$ cat config.mk
export PLATFORM = sky130hd
export DESIGN_NAME = control_unit
export DESIGN_NICKNAME = d
export VERILOG_FILES = /design/src/verilog/cu_pkg.sv /design/src/verilog/control_unit.sv /design/src/verilog/fetch_sequencer.sv /design/src/verilog/microcode_rom.sv /design/src/verilog/microstep_sequencer.sv
export VERILOG_INCLUDE_DIRS = /design/src /design/src/verilog
export SDC_FILE = /design/constraint.sdc
export NUM_CORES = 1
export LEC_CHECK = 0
export ABC_AREA = 1
export BUFFER_PORTS_ARGS = -buffer_cell sky130_fd_sc_hd__buf_4
export CELL_PAD_IN_SITES_DETAIL_PLACEMENT = 1
export CELL_PAD_IN_SITES_GLOBAL_PLACEMENT = 2
export CORE_MARGIN = 2
export CORE_UTILIZATION = 22
export CTS_BUF_LIST = sky130_fd_sc_hd__clkbuf_16
export CTS_CLUSTER_DIAMETER = 40
export DETAILED_ROUTE_END_ITERATION = 7
export PLACE_DENSITY = 0.82
export SETUP_SLACK_MARGIN = 0.2
export SLEW_MARGIN = 20
export SYNTH_ARGS = -nofsm -noshare
export SYNTH_HDL_FRONTEND = slang
export SYNTH_SLANG_ARGS = --single-unit
$ cat constraint.sdc
create_clock -name clk -period 2.4 [get_ports clk]
set_clock_uncertainty 0.2 [all_clocks]
set_input_delay 0.36 -clock clk [delete_from_list [all_inputs] [get_ports clk]]
set_output_delay 0.36 -clock clk [all_outputs]
set_load 0.02 [all_outputs]
$ cat src/verilog/cu_settings.svh
`ifndef CU_SETTINGS_SVH
`define CU_SETTINGS_SVH

// ======================================================================
// Control unit sizing

// Instruction register width
`define CU_OPCODE_WIDTH 8

// Microsteps available to one opcode
`define CU_MICROSTEPS 8

// Largest operand byte count after the opcode byte
`define CU_MAX_OPERANDS 2

// ALU operation select width
`define CU_ALU_OP_WIDTH 4

`endif

$ cat src/verilog/cu_pkg.sv
`default_nettype none

`include "cu_settings.svh"

package cu_pkg;

    // ==================================================================
    // Instruction set, grouped by operand count in the high nibble
    typedef enum logic [`CU_OPCODE_WIDTH-1:0] {
        NOP    = 8'h00,
        HLT    = 8'h01,
        JMP    = 8'h10,  // Two operand bytes from here
        JZ     = 8'h11,
        JNZ    = 8'h12,
        JN     = 8'h13,
        LDA    = 8'h14,
        STA    = 8'h15,
        LDI_A  = 8'h20,  // One operand byte
        LDI_B  = 8'h21,
        LDI_C  = 8'h22,
        ANI    = 8'h23,
        ORI    = 8'h24,
        XRI    = 8'h25,
        ADD_B  = 8'h30,  // Register arithmetic
        ADD_C  = 8'h31,
        SUB_B  = 8'h32,
        SUB_C  = 8'h33,
        ADC_B  = 8'h34,
        ADC_C  = 8'h35,
        SBC_B  = 8'h36,
        SBC_C  = 8'h37,
        INR_A  = 8'h38,
        DCR_A  = 8'h39,
        ANA_B  = 8'h40,  // Logic, compare, rotate
        ANA_C  = 8'h41,
        ORA_B  = 8'h42,
        ORA_C  = 8'h43,
        XRA_B  = 8'h44,
        XRA_C  = 8'h45,
        CMP_B  = 8'h46,
        CMP_C  = 8'h47,
        RAR    = 8'h48,
        RAL    = 8'h49,
        CMA    = 8'h4a,
        INR_B  = 8'h50,
        DCR_B  = 8'h51,
        INR_C  = 8'h52,
        DCR_C  = 8'h53,
        MOV_AB = 8'h60,  // Register moves
        MOV_AC = 8'h61,
        MOV_BA = 8'h62,
        MOV_BC = 8'h63,
        MOV_CA = 8'h64,
        MOV_CB = 8'h65
    } opcode_t;

    typedef enum logic [`CU_ALU_OP_WIDTH-1:0] {
        ALU_UNDEFINED = 4'd0,
        ALU_ADD, ALU_ADC, ALU_SUB, ALU_SBC,
        ALU_INR, ALU_DCR,
        ALU_AND, ALU_OR, ALU_XOR,
        ALU_ROR, ALU_ROL, ALU_INV
    } alu_op_t;

    typedef enum logic [$clog2(`CU_MICROSTEPS)-1:0] {
        MS0, MS1, MS2, MS3, MS4, MS5, MS6, MS7
    } microstep_t;

    typedef struct packed {
        logic negative;
        logic carry;
        logic zero;
    } flags_t;

    // ==================================================================
    // Control words
    typedef struct packed {
        logic load_origin;
        logic load_mar_pc;
        logic oe_ram;
        logic pc_enable;
        logic load_ir;
        logic load_temp_1;
        logic load_temp_2;
    } fetch_ctrl_t;

    typedef struct packed {
        alu_op_t alu_op;
        logic    alu_src1_b;
        logic    alu_src1_c;
        logic    alu_src2_c;
        logic    alu_src2_temp1;
        logic    oe_a;
        logic    oe_b;
        logic    oe_c;
        logic    oe_alu;
        logic    oe_temp_1;
        logic    oe_temp_2;
        logic    oe_ram;  // ORed with the fetch copy in the datapath
        logic    load_a;
        logic    load_b;
        logic    load_c;
        logic    load_flags;
        logic    load_sets_zn;  // Flags taken from the bus value
        logic    load_ram;
        logic    load_pc_low_byte;
        logic    load_pc_high_byte;
        logic    load_mar_addr_low;
        logic    load_mar_addr_high;
        logic    check_zero;
        logic    check_not_zero;
        logic    check_carry;
        logic    check_negative;
        logic    last_step;
        logic    halt;
    } exec_ctrl_t;

    typedef struct packed {
        fetch_ctrl_t fetch;
        exec_ctrl_t  exec;
    } control_word_t;

    typedef struct packed {
        logic done;
        logic halted;
    } exec_status_t;

endpackage

`default_nettype wire

$ cat src/verilog/control_unit.sv
`timescale 1ns/1ns
`default_nettype none

module control_unit (
    input  logic                  clk,
    input  logic                  reset,
    input  cu_pkg::opcode_t       opcode,
    input  cu_pkg::flags_t        flags,
    output cu_pkg::control_word_t control_word
);
    import cu_pkg::*;

    fetch_ctrl_t  fetch_ctrl;
    exec_ctrl_t   exec_ctrl;
    exec_ctrl_t   rom_word;
    exec_status_t exec_status;
    microstep_t   microstep;
    logic         exec_active;

    fetch_sequencer fetch_i (
        .clk         (clk),
        .reset       (reset),
        .opcode      (opcode),
        .exec_status (exec_status),
        .fetch_ctrl  (fetch_ctrl),
        .exec_active (exec_active)
    );

    microstep_sequencer step_i (
        .clk         (clk),
        .reset       (reset),
        .exec_active (exec_active),
        .flags       (flags),
        .rom_word    (rom_word),
        .microstep   (microstep),
        .exec_ctrl   (exec_ctrl),
        .exec_status (exec_status)
    );

    microcode_rom rom_i (
        .opcode    (opcode),
        .microstep (microstep),
        .rom_word  (rom_word)
    );

    assign control_word = '{fetch: fetch_ctrl, exec: exec_ctrl};

endmodule

`default_nettype wire

$ cat src/verilog/fetch_sequencer.sv
`timescale 1ns/1ns
`default_nettype none

`include "cu_settings.svh"

module fetch_sequencer (
    input  logic                 clk,
    input  logic                 reset,
    input  cu_pkg::opcode_t      opcode,
    input  cu_pkg::exec_status_t exec_status,
    output cu_pkg::fetch_ctrl_t  fetch_ctrl,
    output logic                 exec_active
);
    import cu_pkg::*;

    localparam int COUNT_WIDTH = $clog2(`CU_MAX_OPERANDS + 2);

    typedef enum logic [2:0] {
        S_RESET,
        S_INIT,
        S_LATCH_ADDR,
        S_READ_BYTE,
        S_LATCH_BYTE,
        S_CHECK,
        S_EXECUTE,
        S_HALT
    } state_t;

    state_t                 state;
    state_t                 next_state;
    logic [COUNT_WIDTH-1:0] byte_count;      // Bytes fetched so far
    logic [COUNT_WIDTH-1:0] next_byte_count;
    logic [COUNT_WIDTH-1:0] operand_count;

    // ======================================================================
    // Operand bytes following each opcode
    always_comb begin
        case (opcode)
            LDI_A, LDI_B, LDI_C, ANI, ORI, XRI:
                operand_count = COUNT_WIDTH'(1);
            JMP, JZ, JNZ, JN, LDA, STA:
                operand_count = COUNT_WIDTH'(`CU_MAX_OPERANDS);
            default:
                operand_count = '0;  // Register, ALU, control and unknown
        endcase
    end

    always_ff @(posedge clk) begin
        if (reset) begin
            state      <= S_RESET;
            byte_count <= '0;
        end else begin
            state      <= next_state;
            byte_count <= next_byte_count;
        end
    end

    // ======================================================================
    // Next state and fetch controls
    always_comb begin
        next_state      = state;
        next_byte_count = byte_count;
        fetch_ctrl      = '0;
        case (state)
            S_RESET: next_state = S_INIT;
            S_INIT: begin
                fetch_ctrl.load_origin = 1'b1;
                next_state             = S_LATCH_ADDR;
            end
            S_LATCH_ADDR: begin
                fetch_ctrl.load_mar_pc = 1'b1;
                next_state             = S_READ_BYTE;
            end
            S_READ_BYTE: begin
                fetch_ctrl.oe_ram = 1'b1;  // Give the RAM a cycle to drive
                next_state        = S_LATCH_BYTE;
            end
            S_LATCH_BYTE: begin
                fetch_ctrl.oe_ram    = 1'b1;
                fetch_ctrl.pc_enable = 1'b1;
                fetch_ctrl.load_ir     = (byte_count == COUNT_WIDTH'(0));
                fetch_ctrl.load_temp_1 = (byte_count == COUNT_WIDTH'(1));
                fetch_ctrl.load_temp_2 = (byte_count == COUNT_WIDTH'(2));
                next_byte_count = byte_count + 1'b1;
                next_state      = S_CHECK;
            end
            S_CHECK: begin
                // Opcode plus all operands in hand
                if (byte_count > operand_count) begin
                    next_state      = S_EXECUTE;
                    next_byte_count = '0;
                end else begin
                    next_state = S_LATCH_ADDR;
                end
            end
            S_EXECUTE: begin
                if (exec_status.done) begin
                    next_state = exec_status.halted ? S_HALT : S_LATCH_ADDR;
                end
            end
            S_HALT: next_state = S_HALT;  // Held until reset
            default: next_state = S_HALT;
        endcase
    end

    assign exec_active = (state == S_EXECUTE);

endmodule

`default_nettype wire

$ cat src/verilog/microcode_rom.sv
`timescale 1ns/1ns
`default_nettype none

module microcode_rom (
    input  cu_pkg::opcode_t    opcode,
    input  cu_pkg::microstep_t microstep,
    output cu_pkg::exec_ctrl_t rom_word
);
    import cu_pkg::*;

    exec_ctrl_t alu_setup;   // MS0 word of a two-step ALU instruction
    exec_ctrl_t alu_result;  // MS1 word, writes the result back
    logic       is_alu;

    // ======================================================================
    // ALU instruction words
    always_comb begin
        alu_setup             = '0;
        alu_result            = '0;
        alu_result.oe_alu     = 1'b1;
        alu_result.load_a     = 1'b1;
        alu_result.load_flags = 1'b1;
        alu_result.last_step  = 1'b1;
        is_alu                = 1'b1;
        case (opcode)
            ADD_B, ADD_C: alu_setup.alu_op = ALU_ADD;
            SUB_B, SUB_C: alu_setup.alu_op = ALU_SUB;
            ADC_B, ADC_C: alu_setup.alu_op = ALU_ADC;
            SBC_B, SBC_C: alu_setup.alu_op = ALU_SBC;
            ANA_B, ANA_C, ANI: alu_setup.alu_op = ALU_AND;
            ORA_B, ORA_C, ORI: alu_setup.alu_op = ALU_OR;
            XRA_B, XRA_C, XRI: alu_setup.alu_op = ALU_XOR;
            INR_A, INR_B, INR_C: alu_setup.alu_op = ALU_INR;
            DCR_A, DCR_B, DCR_C: alu_setup.alu_op = ALU_DCR;
            RAR: alu_setup.alu_op = ALU_ROR;
            RAL: alu_setup.alu_op = ALU_ROL;
            CMA: alu_setup.alu_op = ALU_INV;
            CMP_B, CMP_C: begin
                alu_setup.alu_op  = ALU_SUB;
                alu_result.oe_alu = 1'b0;  // Flags only
                alu_result.load_a = 1'b0;
            end
            default: is_alu = 1'b0;
        endcase

        // Second operand and destination variants
        case (opcode)
            ADD_C, SUB_C, ADC_C, SBC_C, ANA_C, ORA_C, XRA_C, CMP_C:
                alu_setup.alu_src2_c = 1'b1;
            ANI, ORI, XRI: begin
                alu_setup.oe_temp_1      = 1'b1;
                alu_setup.alu_src2_temp1 = 1'b1;
            end
            RAR, RAL, CMA: alu_result.load_flags = 1'b0;
            INR_B, DCR_B: begin
                alu_setup.alu_src1_b = 1'b1;
                alu_result.load_a    = 1'b0;
                alu_result.load_b    = 1'b1;
            end
            INR_C, DCR_C: begin
                alu_setup.alu_src1_c = 1'b1;
                alu_result.load_a    = 1'b0;
                alu_result.load_c    = 1'b1;
            end
            default: ;
        endcase
    end

    // ======================================================================
    // Table lookup by opcode and microstep
    always_comb begin
        rom_word = '0;
        if (is_alu) begin
            if (microstep == MS0) rom_word = alu_setup;
            else if (microstep == MS1) rom_word = alu_result;
        end else begin
            case (opcode)
                NOP: rom_word.last_step = (microstep == MS0);
                JMP, JZ, JNZ, JN: begin
                    if (microstep == MS0) begin
                        rom_word.oe_temp_1        = 1'b1;
                        rom_word.load_pc_low_byte = 1'b1;
                        rom_word.check_zero       = (opcode == JZ);
                        rom_word.check_not_zero   = (opcode == JNZ);
                        rom_word.check_negative   = (opcode == JN);
                    end else if (microstep == MS1) begin
                        rom_word.oe_temp_2         = 1'b1;
                        rom_word.load_pc_high_byte = 1'b1;
                        rom_word.last_step         = 1'b1;
                    end
                end
                LDA, STA: begin
                    case (microstep)
                        MS0: rom_word.oe_temp_1 = 1'b1;
                        MS1: begin
                            rom_word.oe_temp_1         = 1'b1;
                            rom_word.load_mar_addr_low = 1'b1;
                        end
                        MS2: rom_word.oe_temp_2 = 1'b1;
                        MS3: begin
                            rom_word.oe_temp_2          = 1'b1;
                            rom_word.load_mar_addr_high = 1'b1;
                        end
                        MS4, MS5: begin
                            rom_word.oe_ram    = (opcode == LDA);  // Read path
                            rom_word.oe_a      = (opcode == STA);  // Write path
                            rom_word.last_step = (microstep == MS5);
                            if (microstep == MS5) begin
                                rom_word.load_a       = (opcode == LDA);
                                rom_word.load_flags   = (opcode == LDA);
                                rom_word.load_sets_zn = (opcode == LDA);
                                rom_word.load_ram     = (opcode == STA);
                            end
                        end
                        default: ;
                    endcase
                end
                LDI_A, LDI_B, LDI_C: begin
                    if (microstep == MS0) begin
                        rom_word.oe_temp_1    = 1'b1;
                        rom_word.load_a       = (opcode == LDI_A);
                        rom_word.load_b       = (opcode == LDI_B);
                        rom_word.load_c       = (opcode == LDI_C);
                        rom_word.load_flags   = 1'b1;
                        rom_word.load_sets_zn = 1'b1;
                        rom_word.last_step    = 1'b1;
                    end
                end
                MOV_AB, MOV_AC, MOV_BA, MOV_BC, MOV_CA, MOV_CB: begin
                    if (microstep == MS0) begin
                        rom_word.oe_a      = (opcode == MOV_AB) || (opcode == MOV_AC);
                        rom_word.oe_b      = (opcode == MOV_BA) || (opcode == MOV_BC);
                        rom_word.oe_c      = (opcode == MOV_CA) || (opcode == MOV_CB);
                        rom_word.load_a    = (opcode == MOV_BA) || (opcode == MOV_CA);
                        rom_word.load_b    = (opcode == MOV_AB) || (opcode == MOV_CB);
                        rom_word.load_c    = (opcode == MOV_AC) || (opcode == MOV_BC);
                        rom_word.last_step = 1'b1;
                    end
                end
                default: rom_word.halt = (microstep == MS0);  // HLT and unknown opcodes
            endcase
        end
    end

endmodule

`default_nettype wire

$ cat src/verilog/microstep_sequencer.sv
`timescale 1ns/1ns
`default_nettype none

module microstep_sequencer (
    input  logic                 clk,
    input  logic                 reset,
    input  logic                 exec_active,
    input  cu_pkg::flags_t       flags,
    input  cu_pkg::exec_ctrl_t   rom_word,
    output cu_pkg::microstep_t   microstep,
    output cu_pkg::exec_ctrl_t   exec_ctrl,
    output cu_pkg::exec_status_t exec_status
);
    import cu_pkg::*;

    logic check_jump;   // Step carries a jump condition
    logic jump_taken;
    logic jump_failed;

    // ======================================================================
    // Jump condition test
    always_comb begin
        check_jump = rom_word.check_zero | rom_word.check_not_zero
                   | rom_word.check_carry | rom_word.check_negative;
        jump_taken = (rom_word.check_zero && flags.zero)
                   || (rom_word.check_not_zero && !flags.zero)
                   || (rom_word.check_carry && flags.carry)
                   || (rom_word.check_negative && flags.negative);
        jump_failed = exec_active && check_jump && !jump_taken;
    end

    // ======================================================================
    // Execute half of the control word
    always_comb begin
        exec_ctrl = exec_active ? rom_word : '0;
        if (jump_failed) begin
            // Condition false so the PC keeps pointing past the operands
            exec_ctrl.load_pc_low_byte  = 1'b0;
            exec_ctrl.load_pc_high_byte = 1'b0;
        end
        exec_status.halted = exec_active && rom_word.halt;
        exec_status.done   = exec_active
                           && (rom_word.last_step || rom_word.halt || jump_failed);
    end

    always_ff @(posedge clk) begin
        if (reset) begin
            microstep <= MS0;
        end else if (exec_status.done) begin
            microstep <= MS0;  // Next instruction starts at the top
        end else if (exec_active) begin
            microstep <= microstep_t'(microstep + 1'b1);
        end
    end

endmodule

`default_nettype wire
==> results of run 1 <==
[per-stage QoR]
stage	setup TNS, ns	total power, mW
CTS	-1.78	0.719
global route	-6.54	0.816
finish	-4.35	0.781
detailed placement	-5.02	0.379
floorplan	0	0.271
global placement	-4.14	0.373
[routing by layer]
metal	wire length, um	part of all wire
met1	4150	0.42
met2	5260	0.53
met3	300	0.030
met4	255	0.026
met5	0	0
[final cells by class]
type                       instances  area (um2)  area share
tap                               99         124      0.0307
clock buffer                       3        75.1      0.0186
sequential                         8         164      0.0406
multi-input combinational        245        1980       0.492
timing repair buffer             155        1420       0.352
inverter                          51         268      0.0664
[cells in the mapped netlist]
cell,count,share of area
sky130_fd_sc_hd__nand2_1,73,0.16
sky130_fd_sc_hd__nor2_1,52,0.12
sky130_fd_sc_hd__inv_1,42,0.095
sky130_fd_sc_hd__nand3_1,15,0.045
sky130_fd_sc_hd__a21oi_1,14,0.042
sky130_fd_sc_hd__nand2_2,12,0.045
sky130_fd_sc_hd__nor3_1,12,0.036
sky130_fd_sc_hd__o21ai_0,10,0.030
sky130_fd_sc_hd__ha_1,9,0.068
sky130_fd_sc_hd__inv_2,9,0.020
sky130_fd_sc_hd__nand4_1,9,0.034
sky130_fd_sc_hd__nor2_2,9,0.034
sky130_fd_sc_hd__dfxtp_1,8,0.096
sky130_fd_sc_hd__nor2_4,6,0.041
sky130_fd_sc_hd__a211oi_1,4,0.018
sky130_fd_sc_hd__nand2_4,4,0.027
sky130_fd_sc_hd__a22oi_1,2,0.0090
sky130_fd_sc_hd__nor4_1,2,0.0075
sky130_fd_sc_hd__o22ai_1,2,0.0075
sky130_fd_sc_hd__a211oi_2,1,0.0075
sky130_fd_sc_hd__a21boi_1,1,0.0045
sky130_fd_sc_hd__a31oi_1,1,0.0038
sky130_fd_sc_hd__buf_2,1,0.0030
sky130_fd_sc_hd__buf_4,1,0.0045
sky130_fd_sc_hd__buf_6,1,0.0068
sky130_fd_sc_hd__clkbuf_1,1,0.0023
sky130_fd_sc_hd__conb_1,1,0.0023
sky130_fd_sc_hd__nor3_2,1,0.0060
sky130_fd_sc_hd__o21ai_1,1,0.0030
sky130_fd_sc_hd__o21bai_1,1,0.0045
sky130_fd_sc_hd__o31ai_1,1,0.0045
sky130_fd_sc_hd__or2_2,1,0.0038
sky130_fd_sc_hd__xor2_1,1,0.0053
[cells in the final DEF, fill, tap and decap left out, types with 2 or more instances in the layout]
cell | netlist | layout
sky130_fd_sc_hd__clkbuf_16 | 0 | 5
sky130_fd_sc_hd__inv_6 | 0 | 3
sky130_fd_sc_hd__nand3_1 | 15 | 11
sky130_fd_sc_hd__nor2_1 | 52 | 23
sky130_fd_sc_hd__dfxtp_2 | 0 | 3
sky130_fd_sc_hd__a21oi_2 | 0 | 5
sky130_fd_sc_hd__ha_4 | 0 | 3
sky130_fd_sc_hd__nand2_2 | 12 | 25
sky130_fd_sc_hd__nand4_1 | 9 | 9
sky130_fd_sc_hd__a211oi_4 | 0 | 2
sky130_fd_sc_hd__o21ai_0 | 10 | 6
sky130_fd_sc_hd__nor3_2 | 1 | 4
sky130_fd_sc_hd__inv_2 | 9 | 9
sky130_fd_sc_hd__nand3_4 | 0 | 2
sky130_fd_sc_hd__buf_12 | 0 | 8
sky130_fd_sc_hd__nor4_2 | 0 | 2
sky130_fd_sc_hd__buf_4 | 1 | 115
sky130_fd_sc_hd__ha_1 | 9 | 6
sky130_fd_sc_hd__dfxtp_1 | 8 | 5
sky130_fd_sc_hd__buf_6 | 1 | 28
sky130_fd_sc_hd__a21oi_4 | 0 | 2
sky130_fd_sc_hd__inv_8 | 0 | 3
sky130_fd_sc_hd__o22ai_1 | 2 | 2
sky130_fd_sc_hd__inv_4 | 0 | 2
sky130_fd_sc_hd__nor2_2 | 9 | 16
sky130_fd_sc_hd__nand3_2 | 0 | 2
sky130_fd_sc_hd__nand2_8 | 0 | 6
sky130_fd_sc_hd__inv_1 | 42 | 31
sky130_fd_sc_hd__nor3_1 | 12 | 6
sky130_fd_sc_hd__nand2_4 | 4 | 23
sky130_fd_sc_hd__o21ai_1 | 1 | 4
sky130_fd_sc_hd__nand2_1 | 73 | 35
sky130_fd_sc_hd__a21oi_1 | 14 | 7
sky130_fd_sc_hd__nor3_4 | 0 | 3
sky130_fd_sc_hd__nor2_4 | 6 | 28
sky130_fd_sc_hd__buf_8 | 0 | 2
sky130_fd_sc_hd__a211oi_2 | 1 | 2
[worst max-delay path: cells and delay by family]
| kind | cells | cell delay, ns |
|---|---|---|
| AND/OR/NAND/NOR | 7 | 0.76 |
| buffers and inverters | 6 | 0.70 |
| AO/OA/AOI/OAI | 2 | 0.24 |
[sequential cells by signal, summed over array words and instances, names as in the netlist]
register and cells:
fetch_i.byte_count 2, step_i.microstep 3, fetch_i.state 3
[report_power, final]
part           internal [mW]  switching (mW)
Sequential             0.140         0.00721
Clock                  0.215          0.0679
Combinational          0.154           0.196
Total                  0.509           0.271
[how the worst min path moves through the flow]
| stage | startpoint | to | slack, ns | cells past startpoint |
|---|---|---|---|---|
| 2_1_floorplan | reset | fetch_i.state[2] | 0.23 | 1 |
| 3_3_place_gp | fetch_i.state[1] | fetch_i.state[0] | 0.34 | 2 |
| 3_5_place_dp | fetch_i.state[1] | fetch_i.state[0] | 0.33 | 2 |
| 4_1_cts | reset | fetch_i.state[2] | 0.15 | 2 |
| 5_1_grt | reset | fetch_i.state[2] | 0.15 | 2 |
| 6_report | reset | fetch_i.state[2] | 0.15 | 2 |
[cells by family (layout without fill, tap and decap cells)]
logic type,after synthesis,in the layout,synth area share
xor gates and xnor gates,1,1,0.00527
other,1,1,0.00226
DFF,8,8,0.0964
adders and majority gates,9,9,0.0678
buffers and inverters,55,209,0.132
AOI/OAI and AO/OA,38,38,0.135
and+or+nand+nor,196,196,0.562
[what timing repair did]
action | 4_1_cts | 5_1_grt
resized for setup | 96 | 98
setup buffers | 10 | 16
gates cloned | 0 | 2
setup endpoints to repair | 31 | 35
pin swaps | 25 | 36
==> run summary, run 1 <==
Die width = 90.9 um
Class of the worst hold path = in2reg
Clock transition at path regs = 0.04 ns
Power density of the placed cells = 194 nW/um2
HPWL reported at the end of detailed placement = 6380 um
Overall die area = 8260 um2
Post-CTS Hold Fix Bufs = 0
Series of cell instances along the critical path = buf_6 > inv_6 > nand2_8 > nor2_4 > nor2_1 > nand2_1 > nand2_1 > inv_2 > nor2_4 > nand2_4 > buf_4 > buf_8 > a21oi_4 > a211oi_4 > buf_6
Number of antenna repair diodes = 0
Placer congestion estimate = 0.865
Filler-free cell count of the finished design = 561
Number of fill cells = 929
Sum of routed wire length over all layers = 9960 um
Maximum achievable frequency = 380 MHz
Area of the core = 7290 um2
Final setup fails = 26
Drt first-iter violations = 95
Worst-path maximum fanout = 6
Worst EP required = 1.84 ns
Placed cell count = 530
Nature of the critical path startpoint = input port
Worst ir drop on vdd = 164 uV
Most crowded layer after global routing = met2
Number of H-tree levels = 1
Routed via count = 2711
Antenna violations before repair = 0
GR Layer Usage met1 = 0.257
Endpoint of the most critical setup path = control_word[13]
Period Utilization, post-route = 1.10
Synthesized netlist cell count = 308
Final Util = 0.553
Critical-path top delay cell = sky130_fd_sc_hd__nor2_4
Height of the chip = 90.9 um
Number of pins with negative max-slew slack in the final report = 0
Buffer cell driving the clock tree root = sky130_fd_sc_hd__clkbuf_16
Flop2flop setup slack = 0.40 ns
Largest net degree at the start of global routing = 14
Post-route antenna net violation count = 0
Number of search-and-repair iterations in the first detailed-routing pass = 4
Time the final worst path needs with I/O delays and setup = 2.63 ns
Nets = 486
Cell area after technology mapping = 1660 um2
Instance area at placement = 2980 um2
Global router's overall resource usage = 0.207
Violated checks = negative setup slack
Data arrival time of the critical path = 2.07 ns
Wire length of the first global-routing pass = 13900 um
Final Hold Viols = 0
DR DRC count = 0
Buffer depth of the longest clock path = 2
Status = complete, but fails checks
Seq cells post-synth = 8
Mean instance size in the synthesized netlist = 5.39 um2
Sink Count = 8
Worst flop-to-flop path endpoint = step_i.microstep[2]
Global route overflow = 0
Met3 Use GR = 0.0309
Number of top-level design ports = 51
Starting density of the core = 0.228
Number of global-route vias before repair = 2763
Worst Path Class, Setup = in2out
Via density per instance = 4.83
First element of the critical path = opcode[3]
Post-synth cell types = 33
Wire length per cell = 17.8 um
GR Layer Usage met2 = 0.372
Share of the yosys chip area belonging to registers = 0.0964
Critical path capture point type = output port
Ys Warns = 0
Area added between synthesis and finish = 143%
Post-route cell area = 4030 um2
Leakage power = 2.01 nW
Worst setup slack before clock tree synthesis = -0.253 ns
Cts bufs inserted = 3
Clock tree from TritonCTS = built
Worst hold margin = 0.153 ns
Launch point of the worst reg-to-reg path = step_i.microstep[1]
Input/output buffers = 48
Reg2Reg Depth = 14
Worst path max stage delay = 0.25 ns
Later-pin clock latency in the skew report = 0.23 ns
FP Rows = 31
Number of nets in the synthesized netlist = 330
Unrepaired setup endpoints after global routing = yes
Worst Setup Slack, final = -0.229 ns
Max Cap Violations = 0
Share of final-layout standard cells stronger than drive strength 1 = 0.675
No activity file was read; power rests on OpenSTA's default activity.
==> inputs of run 2 (changes only) <==
--- a/config.mk
+++ b/config.mk
@@ -7,7 +7,7 @@
 export NUM_CORES = 1
 export LEC_CHECK = 0
 export ABC_AREA = 1
-export BUFFER_PORTS_ARGS = -buffer_cell sky130_fd_sc_hd__buf_4
+export BUFFER_PORTS_ARGS = -buffer_cell sky130_fd_sc_hd__buf_2
 export CELL_PAD_IN_SITES_DETAIL_PLACEMENT = 1
 export CELL_PAD_IN_SITES_GLOBAL_PLACEMENT = 2
 export CORE_MARGIN = 2
@@ -15,7 +15,7 @@
 export CTS_BUF_LIST = sky130_fd_sc_hd__clkbuf_16
 export CTS_CLUSTER_DIAMETER = 40
 export DETAILED_ROUTE_END_ITERATION = 7
-export PLACE_DENSITY = 0.82
+export PLACE_DENSITY = 0.81
 export SETUP_SLACK_MARGIN = 0.2
 export SLEW_MARGIN = 20
 export SYNTH_ARGS = -nofsm -noshare
==> run summary, run 2 (synthesis results as in run 1) <==
Leakage power = 1.84 nW (-8.7%)
Worst flop-to-flop path endpoint = step_i.microstep[1]
Unrepaired setup endpoints after global routing = yes
Largest net degree at the start of global routing = 12 (-2)
Overall die area = 8260 um2 (unchanged)
Buffer cell driving the clock tree root = sky130_fd_sc_hd__clkbuf_16
Height of the chip = 90.9 um (unchanged)
Largest registers = fetch_i.state x3, step_i.microstep x3, fetch_i.byte_count x2
Hold Path Cell Cnt = 2 (unchanged)
Area of the core = 7290 um2 (unchanged)
Cts bufs inserted = 3 (unchanged)
Sink Count = 8 (unchanged)
End point of the worst hold path = fetch_i.state[2]
Share of final-layout standard cells stronger than drive strength 1 = 0.639 (-0.0362)
Clock transition at path regs = 0.04 ns (about the same)
Worst ir drop on vdd = 171 uV (+4.2%)
Top library cells by usage in the layout, fill and taps aside = sky130_fd_sc_hd__buf_4, sky130_fd_sc_hd__nand2_1, sky130_fd_sc_hd__inv_1
Post-route cell area = 3720 um2 (-7.8%)
Data arrival time of the critical path = 2.06 ns (about the same)
Number of pins with negative max-slew slack in the final report = 0 (unchanged)
Status = complete, but fails checks
Most common library cell in the layout ignoring fill and taps = sky130_fd_sc_hd__buf_4
Instance area at placement = 2840 um2 (-4.7%)
Worst Setup Slack, final = -0.224 ns (+0.00547 ns)
Nature of the critical path startpoint = input port
Die width = 90.9 um (unchanged)
Post-route setup TNS = -4.54 ns (-0.187 ns)
FP Rows = 31 (unchanged)
Number of antenna repair diodes = 0 (unchanged)
Via density per instance = 4.83 (about the same)
Clock tree from TritonCTS = built
Final Hold Viols = 0 (unchanged)
Max Cap Violations = 0 (unchanged)
Worst Path Class, Setup = in2out
Global route overflow = 0 (unchanged)
Filler-free cell count of the finished design = 559 (-0.36%)
Nets = 484 (-0.41%)
Met3 Use GR = 0.0267 (-0.00417)
Placer congestion estimate = 0.917 (+6.0%)
Violated checks = negative setup slack
Sum of routed wire length over all layers = 9060 um (-9.0%)
Post-route antenna net violation count = 0 (unchanged)
Final Util = 0.510 (-0.0432)
Starting density of the core = 0.228 (unchanged)
Number of fill cells = 943 (+1.5%)
Input/output buffers = 48 (unchanged)
Post-CTS Hold Fix Bufs = 0 (unchanged)
Power density of the placed cells = 195 nW/um2 (+0.96%)
Later-pin clock latency in the skew report = 0.24 ns (about the same)
Worst-path maximum fanout = 4 (-2)
Number of global-route vias before repair = 2757 (-0.22%)
Class of the worst hold path = in2reg
Number of top-level design ports = 51 (unchanged)
Buffer depth of the longest clock path = 2 (unchanged)
Flop2flop setup slack = 0.20 ns (-0.20 ns)
Global router's overall resource usage = 0.195 (-0.0119)
Most crowded layer after global routing = met2
Hold path startpoint = reset
Antenna violations before repair = 0 (unchanged)
Number of search-and-repair iterations in the first detailed-routing pass = 5 (+1)
Time the final worst path needs with I/O delays and setup = 2.62 ns (-0.00547 ns)
GR Layer Usage met1 = 0.233 (-0.0237)
Critical path capture point type = output port
Wire length per cell = 16.2 um (-8.7%)
Placed cell count = 529 (-0.19%)
Routed via count = 2702 (-0.33%)
Area added between synthesis and finish = 124%
Overall Power = 0.727 mW (-6.9%)
DR DRC count = 0 (unchanged)
HPWL reported at the end of detailed placement = 6390 um (+0.20%)
Worst hold margin = 0.193 ns (+0.0408 ns)
Launch point of the worst reg-to-reg path = step_i.microstep[1]
Period Utilization, post-route = 1.09 (-0.00228)
Area taken by multi-input logic gates = 1810 um2 (-8.7%)
Register cell area after layout = 163 um2 (-0.76%)
Wire length of the first global-routing pass = 13200 um (-5.1%)
Drt first-iter violations = 87 (-8.4%)
Worst setup slack before clock tree synthesis = -0.358 ns (-0.105 ns)
Final setup fails = 28 (+7.7%)
Number of H-tree levels = 1 (unchanged)
Reg2Reg Depth = 15 (+1)
Worst EP required = 1.84 ns (about the same)
Maximum achievable frequency = 381 MHz (+0.21%)
GR Layer Usage met2 = 0.364 (-0.00746)
## run 2: cell count changes in the layout (fill, tap and decap cells not counted), sizes merged
cell / previous run / this run
clkbuf: 5 / 3
inv: 50 / 51
clkinv: 1 / 0
## run 2: how the worst max path moves through the flow
stage / endpoint / cells past startpoint / slack [ns] / from
2_1_floorplan: control_word[15] / 14 / 0.09 / opcode[5]
3_3_place_gp: control_word[7] / 16 / -0.29 / opcode[7]
3_5_place_dp: control_word[7] / 16 / -0.36 / opcode[7]
4_1_cts: control_word[7] / 16 / -0.14 / opcode[7]
5_1_grt: control_word[8] / 16 / -0.33 / opcode[2]
6_report: control_word[8] / 16 / -0.22 / opcode[0]
## run 2: final cells by class
class,count,area share
clock buffers,3,0.0202
inverters,51,0.0653
multi-input cells,245,0.487
flip-flops and latches,8,0.0437
well taps,99,0.0333
repair buffers,153,0.350
## run 2: what timing repair did
| item | in CTS | in global routing |
|---|---|---|
| gates resized for setup | 101 | 73 |
| setup endpoints to repair | 33 | 36 |
| gates cloned | 0 | 0 |
| pin swaps | 17 | 17 |
| buffers inserted | 13 | 14 |
## run 2: metal layers
metal	share of wire	up-vias
met5	0	-
met4	0.021	0
met3	0.035	18
met2	0.52	66
met1	0.43	1331
li1	-	1287
## run 2: report_power, final
part | switching, mW | leakage (nW) | internal (mW)
Combinational | 0.168 | 1.73 | 0.125
Clock | 0.0714 | 0.0370 | 0.215
Sequential | 0.00744 | 0.0662 | 0.140
## run 2: critical path: stages
cell                      delay, ns
sky130_fd_sc_hd__buf_4         0.13
sky130_fd_sc_hd__inv_2         0.07
sky130_fd_sc_hd__nand2_4       0.10
sky130_fd_sc_hd__nor2_2        0.08
sky130_fd_sc_hd__nand2_1       0.11
sky130_fd_sc_hd__nand2_1       0.09
sky130_fd_sc_hd__nor2_2        0.12
sky130_fd_sc_hd__nand2_2       0.09
sky130_fd_sc_hd__nor2_4        0.12
sky130_fd_sc_hd__nand2_4       0.10
sky130_fd_sc_hd__nor2_4        0.17
sky130_fd_sc_hd__buf_4         0.14
sky130_fd_sc_hd__buf_6         0.08
sky130_fd_sc_hd__nand2_2       0.07
sky130_fd_sc_hd__nor2_2        0.09
sky130_fd_sc_hd__buf_4         0.14
==> inputs of run 3 (changes only) <==
--- a/config.mk
+++ b/config.mk
@@ -11,13 +11,14 @@
 export CELL_PAD_IN_SITES_DETAIL_PLACEMENT = 1
 export CELL_PAD_IN_SITES_GLOBAL_PLACEMENT = 2
 export CORE_MARGIN = 2
-export CORE_UTILIZATION = 22
+export CORE_UTILIZATION = 23
 export CTS_BUF_LIST = sky130_fd_sc_hd__clkbuf_16
 export CTS_CLUSTER_DIAMETER = 40
 export DETAILED_ROUTE_END_ITERATION = 7
-export PLACE_DENSITY = 0.81
+export PLACE_DENSITY = 0.84
 export SETUP_SLACK_MARGIN = 0.2
 export SLEW_MARGIN = 20
 export SYNTH_ARGS = -nofsm -noshare
 export SYNTH_HDL_FRONTEND = slang
+export SYNTH_HIERARCHICAL = 1
 export SYNTH_SLANG_ARGS = --single-unit
==> run summary, run 3 <==
Class of the worst hold path = in2reg
Leakage power = 2.33 nW (+27%)
Number of antenna repair diodes = 0 (unchanged)
Worst-path maximum fanout = 7 (+3)
Violated checks = negative setup slack
Switching power = 0.287 mW (+16%)
Clock transition at path regs = 0.04 ns (about the same)
Drt first-iter violations = 151 (+74%)
Cts bufs inserted = 3 (unchanged)
Worst Path Class, Setup = in2out
Placer congestion estimate = 0.927 (+1.0%)
Worst EP required = 1.84 ns (about the same)
Max Cap Violations = 0 (unchanged)
Number of top-level design ports = 51 (unchanged)
Flop2flop setup slack = 0.10 ns (-0.10 ns)
Number of logic stages on the critical path including buffering = 16 (unchanged)
Area added between synthesis and finish = 119%
Buffer cell driving the clock tree root = sky130_fd_sc_hd__clkbuf_16
Post-route antenna net violation count = 0 (unchanged)
Nets = 565 (+17%)
Nature of the critical path startpoint = input port
Post-CTS Hold Fix Bufs = 0 (unchanged)
Largest net degree at the start of global routing = 25 (+13)
Synthesized netlist cell count = 386 (+25%)
Critical path capture point type = output port
Most numerous cell on the critical path = sky130_fd_sc_hd__buf_6
HPWL reported at the end of detailed placement = 6510 um (+2.0%)
Fraction of synthesized area in multiplexers = 0.00520 (+0.00520)
Worst ir drop on vdd = 217 uV (+27%)
Largest registers = fetch_i/state x3, step_i/microstep x3, fetch_i/byte_count x2
Area of the core = 8180 um2 (+12%)
Synthesized-area fraction occupied by and/or/nand/nor cells = 0.571 (+0.00912)
Clock tree from TritonCTS = built
Series of cell instances along the critical path = buf_12 > clkinv_8 > nand2_4 > nor2_4 > nand2_2 > buf_4 > buf_6 > buf_6 > buf_6 > buf_6 > inv_4 > a31oi_4 > a31oi_1 > nand2_1 > inv_1 > buf_6
Buffer depth of the longest clock path = 2 (unchanged)
Via density per instance = 4.53 (-6.4%)
Number of global-route vias before repair = 3027 (+9.8%)
Post-synthesis xor/xnor area fraction = 0.00910 (+0.00383)
Ys async rst share = 0 (unchanged)
Data arrival time of the critical path = 2.06 ns (about the same)
Number of search-and-repair iterations in the first detailed-routing pass = 4 (-1)
Number of synthesized flops with an enable pin = 0 (unchanged)
Sw frac = 0.353 (+0.0139)
Routed via count = 2937 (+8.7%)
Main combinational cell family by area after synthesis = simple AND/OR/NAND/NOR gates
Pin slew with the least headroom to its limit = 0.525 ns
Wire length per cell = 15.0 um (-7.5%)
Sink Count = 8 (unchanged)
Starting density of the core = 0.235 (+0.00752)
Internal Dissipation = 0.524 mW (+9.2%)
Number of pins with negative max-slew slack in the final report = 0 (unchanged)
Overall Power = 0.811 mW (+12%)
Launch point of the worst reg-to-reg path = step_i/microstep[1]
FP Rows = 33 (+6.5%)
Top cells by count, synth = sky130_fd_sc_hd__nand2_1, sky130_fd_sc_hd__inv_1, sky130_fd_sc_hd__nor2_1, sky130_fd_sc_hd__nand3_1
Logic pwr share = 0.469 (+0.067)
Power density of the placed cells = 192 nW/um2 (-1.7%)
Maximum achievable frequency = 382 MHz (+0.24%)
Worst Setup Slack, final = -0.217 ns (+0.00620 ns)
Sequential cell fraction of total power = 0.186 (-0.017)
Later-pin clock latency in the skew report = 0.23 ns (about the same)
Hold path startpoint = reset
Family with the most delay on the worst path = buffers and inverters
Sum of routed wire length over all layers = 9740 um (+7.4%)
Time the final worst path needs with I/O delays and setup = 2.62 ns (-0.00620 ns)
Most common flop cell mapped by yosys = sky130_fd_sc_hd__dfxtp_1
Synth Area in Adders = 0.0390 (-0.0288)
Most common library cell in the layout ignoring fill and taps = sky130_fd_sc_hd__buf_4
Period Utilization, post-route = 1.09 (-0.00258)
Top-area cell type share of the netlist area = 0.220 (+0.0555)
Ys Warns = 6 (+6)
Clk pwr share = 0.345 (-0.050)
Worst path max stage delay = 0.25 ns (+0.08 ns)
Global router's overall resource usage = 0.200 (+0.00495)
End point of the worst hold path = fetch_i/state[1]
Mean instance size in the synthesized netlist = 4.99 um2 (-7.6%)
Wire length of the first global-routing pass = 14400 um (+9.0%)
Final setup fails = 22 (-21%)
Post-synth cell types = 36 (+9.1%)
Worst rel slew slack = 0.647
Top library cells by usage in the layout, fill and taps aside = sky130_fd_sc_hd__buf_4, sky130_fd_sc_hd__nand2_1, sky130_fd_sc_hd__inv_1
Hold Path Cell Cnt = 2 (unchanged)
Cell type with the largest total area after synthesis = sky130_fd_sc_hd__nand2_1
Input/output buffers = 49 (+2.1%)
Worst flop-to-flop path endpoint = fetch_i/state[2]
Reg2Reg Depth = 17 (+2)
Dominant cells by area after synthesis = sky130_fd_sc_hd__nand2_1, sky130_fd_sc_hd__inv_1, sky130_fd_sc_hd__nor2_1
Share of the yosys chip area belonging to registers = 0.0832 (-0.0132)
Number of H-tree levels = 1 (unchanged)
Seq cells post-synth = 8 (unchanged)
Share of final-layout standard cells stronger than drive strength 1 = 0.594 (-0.0454)
Antenna violations before repair = 0 (unchanged)
Die width = 95.5 um (+5.0%)
Height of the chip = 95.5 um (+5.0%)
Global route overflow = 0 (unchanged)
Number of nets in the synthesized netlist = 405 (+23%)
Most used standard cell by instance count after synthesis = sky130_fd_sc_hd__nand2_1
Final Hold Viols = 0 (unchanged)
Critical-path top delay cell = sky130_fd_sc_hd__nor2_4
Cell area after technology mapping = 1920 um2 (+16%)
DR DRC count = 0 (unchanged)
Status = complete, but fails checks
Worst hold margin = 0.152 ns (-0.0410 ns)
Buffering stage count on the worst path with inverters included = 10 (+5)
Unrepaired setup endpoints after global routing = yes
Overall die area = 9110 um2 (+10%)
Post-synthesis compound-gate area fraction = 0.0878 (-0.0470)
run 3: cell types whose count changed after synthesis, moves of 3 or more:
cell                      delta
sky130_fd_sc_hd__a21oi_1     -5
sky130_fd_sc_hd__buf_2       +3
sky130_fd_sc_hd__buf_4       +3
sky130_fd_sc_hd__ha_1        -3
sky130_fd_sc_hd__inv_1      +35
sky130_fd_sc_hd__nand2_1    +40
sky130_fd_sc_hd__nand3_1     +7
sky130_fd_sc_hd__nand4_1     -6
sky130_fd_sc_hd__nor2_1      +5
sky130_fd_sc_hd__nor2_4      -3
sky130_fd_sc_hd__nor3_1      -3
run 3: metal layers:
layer	global-route usage	wire, um	vias to the layer above
met2	0.382	5380	58
li1	-	-	1482
met1	0.237	3980	1387
met5	0	0	-
met3	0.0300	267	10
met4	0.0321	115	0
run 3: layout make-up:
cell class | instances | area, um2
inverter | 87 | 382
sequential | 8 | 168
fill | 1036 | 3950
multi-input combinational | 282 | 1950
timing repair buffer | 164 | 1510
clock buffer | 3 | 75.1
tap | 105 | 131
run 3: cell families after synthesis:
| family | count (synthesis) |
|---|---|
| buffers and inverters | 96 |
| AO/OA/AOI/OAI | 30 |
| flip-flops | 8 |
| adder cells (fa/ha/maj) | 6 |
| AND/OR/NAND/NOR | 242 |
| other | 1 |
| XOR/XNOR | 2 |
| multiplexers | 1 |
run 3: worst max-delay path by stage:
stage                    from  slack, ns          endpoint
global route        opcode[0]      -0.30   control_word[8]
floorplan           opcode[0]       0.07  fetch_i/state[2]
finish              opcode[7]      -0.22  control_word[27]
global placement    opcode[1]      -0.31   control_word[9]
CTS                 opcode[0]      -0.20   control_word[8]
detailed placement  opcode[1]      -0.41  fetch_i/state[2]
run 3: power groups by stage:
stage,registers (mW),clock network (mW),logic (mW)
detailed placement,0.153,0,0.246
CTS,0.151,0.286,0.327
global route,0.152,0.297,0.410
global placement,0.153,0,0.240
finish,0.151,0.280,0.380
floorplan,0.149,0,0.143
run 3: repair_timing:
action                                  CTS  global route
pin swaps                                40            39
hold endpoints to repair                  0             0
gates resized for setup                 180           101
endpoints found under the setup margin   34            35
gates cloned                              1             0
setup buffers                            24            15
run 3: metrics by stage:
| stage | cells | setup WS (ns) | utilization | setup TNS, ns | instance area (um2) |
|---|---|---|---|---|---|
| finish | 649 | -0.217 | 0.517 | -2.71 | 4220 |
| global route | 649 | -0.304 | 0.517 | -5.07 | 4220 |
| CTS | 634 | -0.196 | 0.461 | -1.67 | 3770 |
| detailed placement | 606 | -0.407 | 0.354 | -5.29 | 2890 |
| global placement | 606 | -0.311 | 0.354 | -4.13 | 2890 |
| floorplan | 386 | 0.0715 | - | 0 | 2030 |
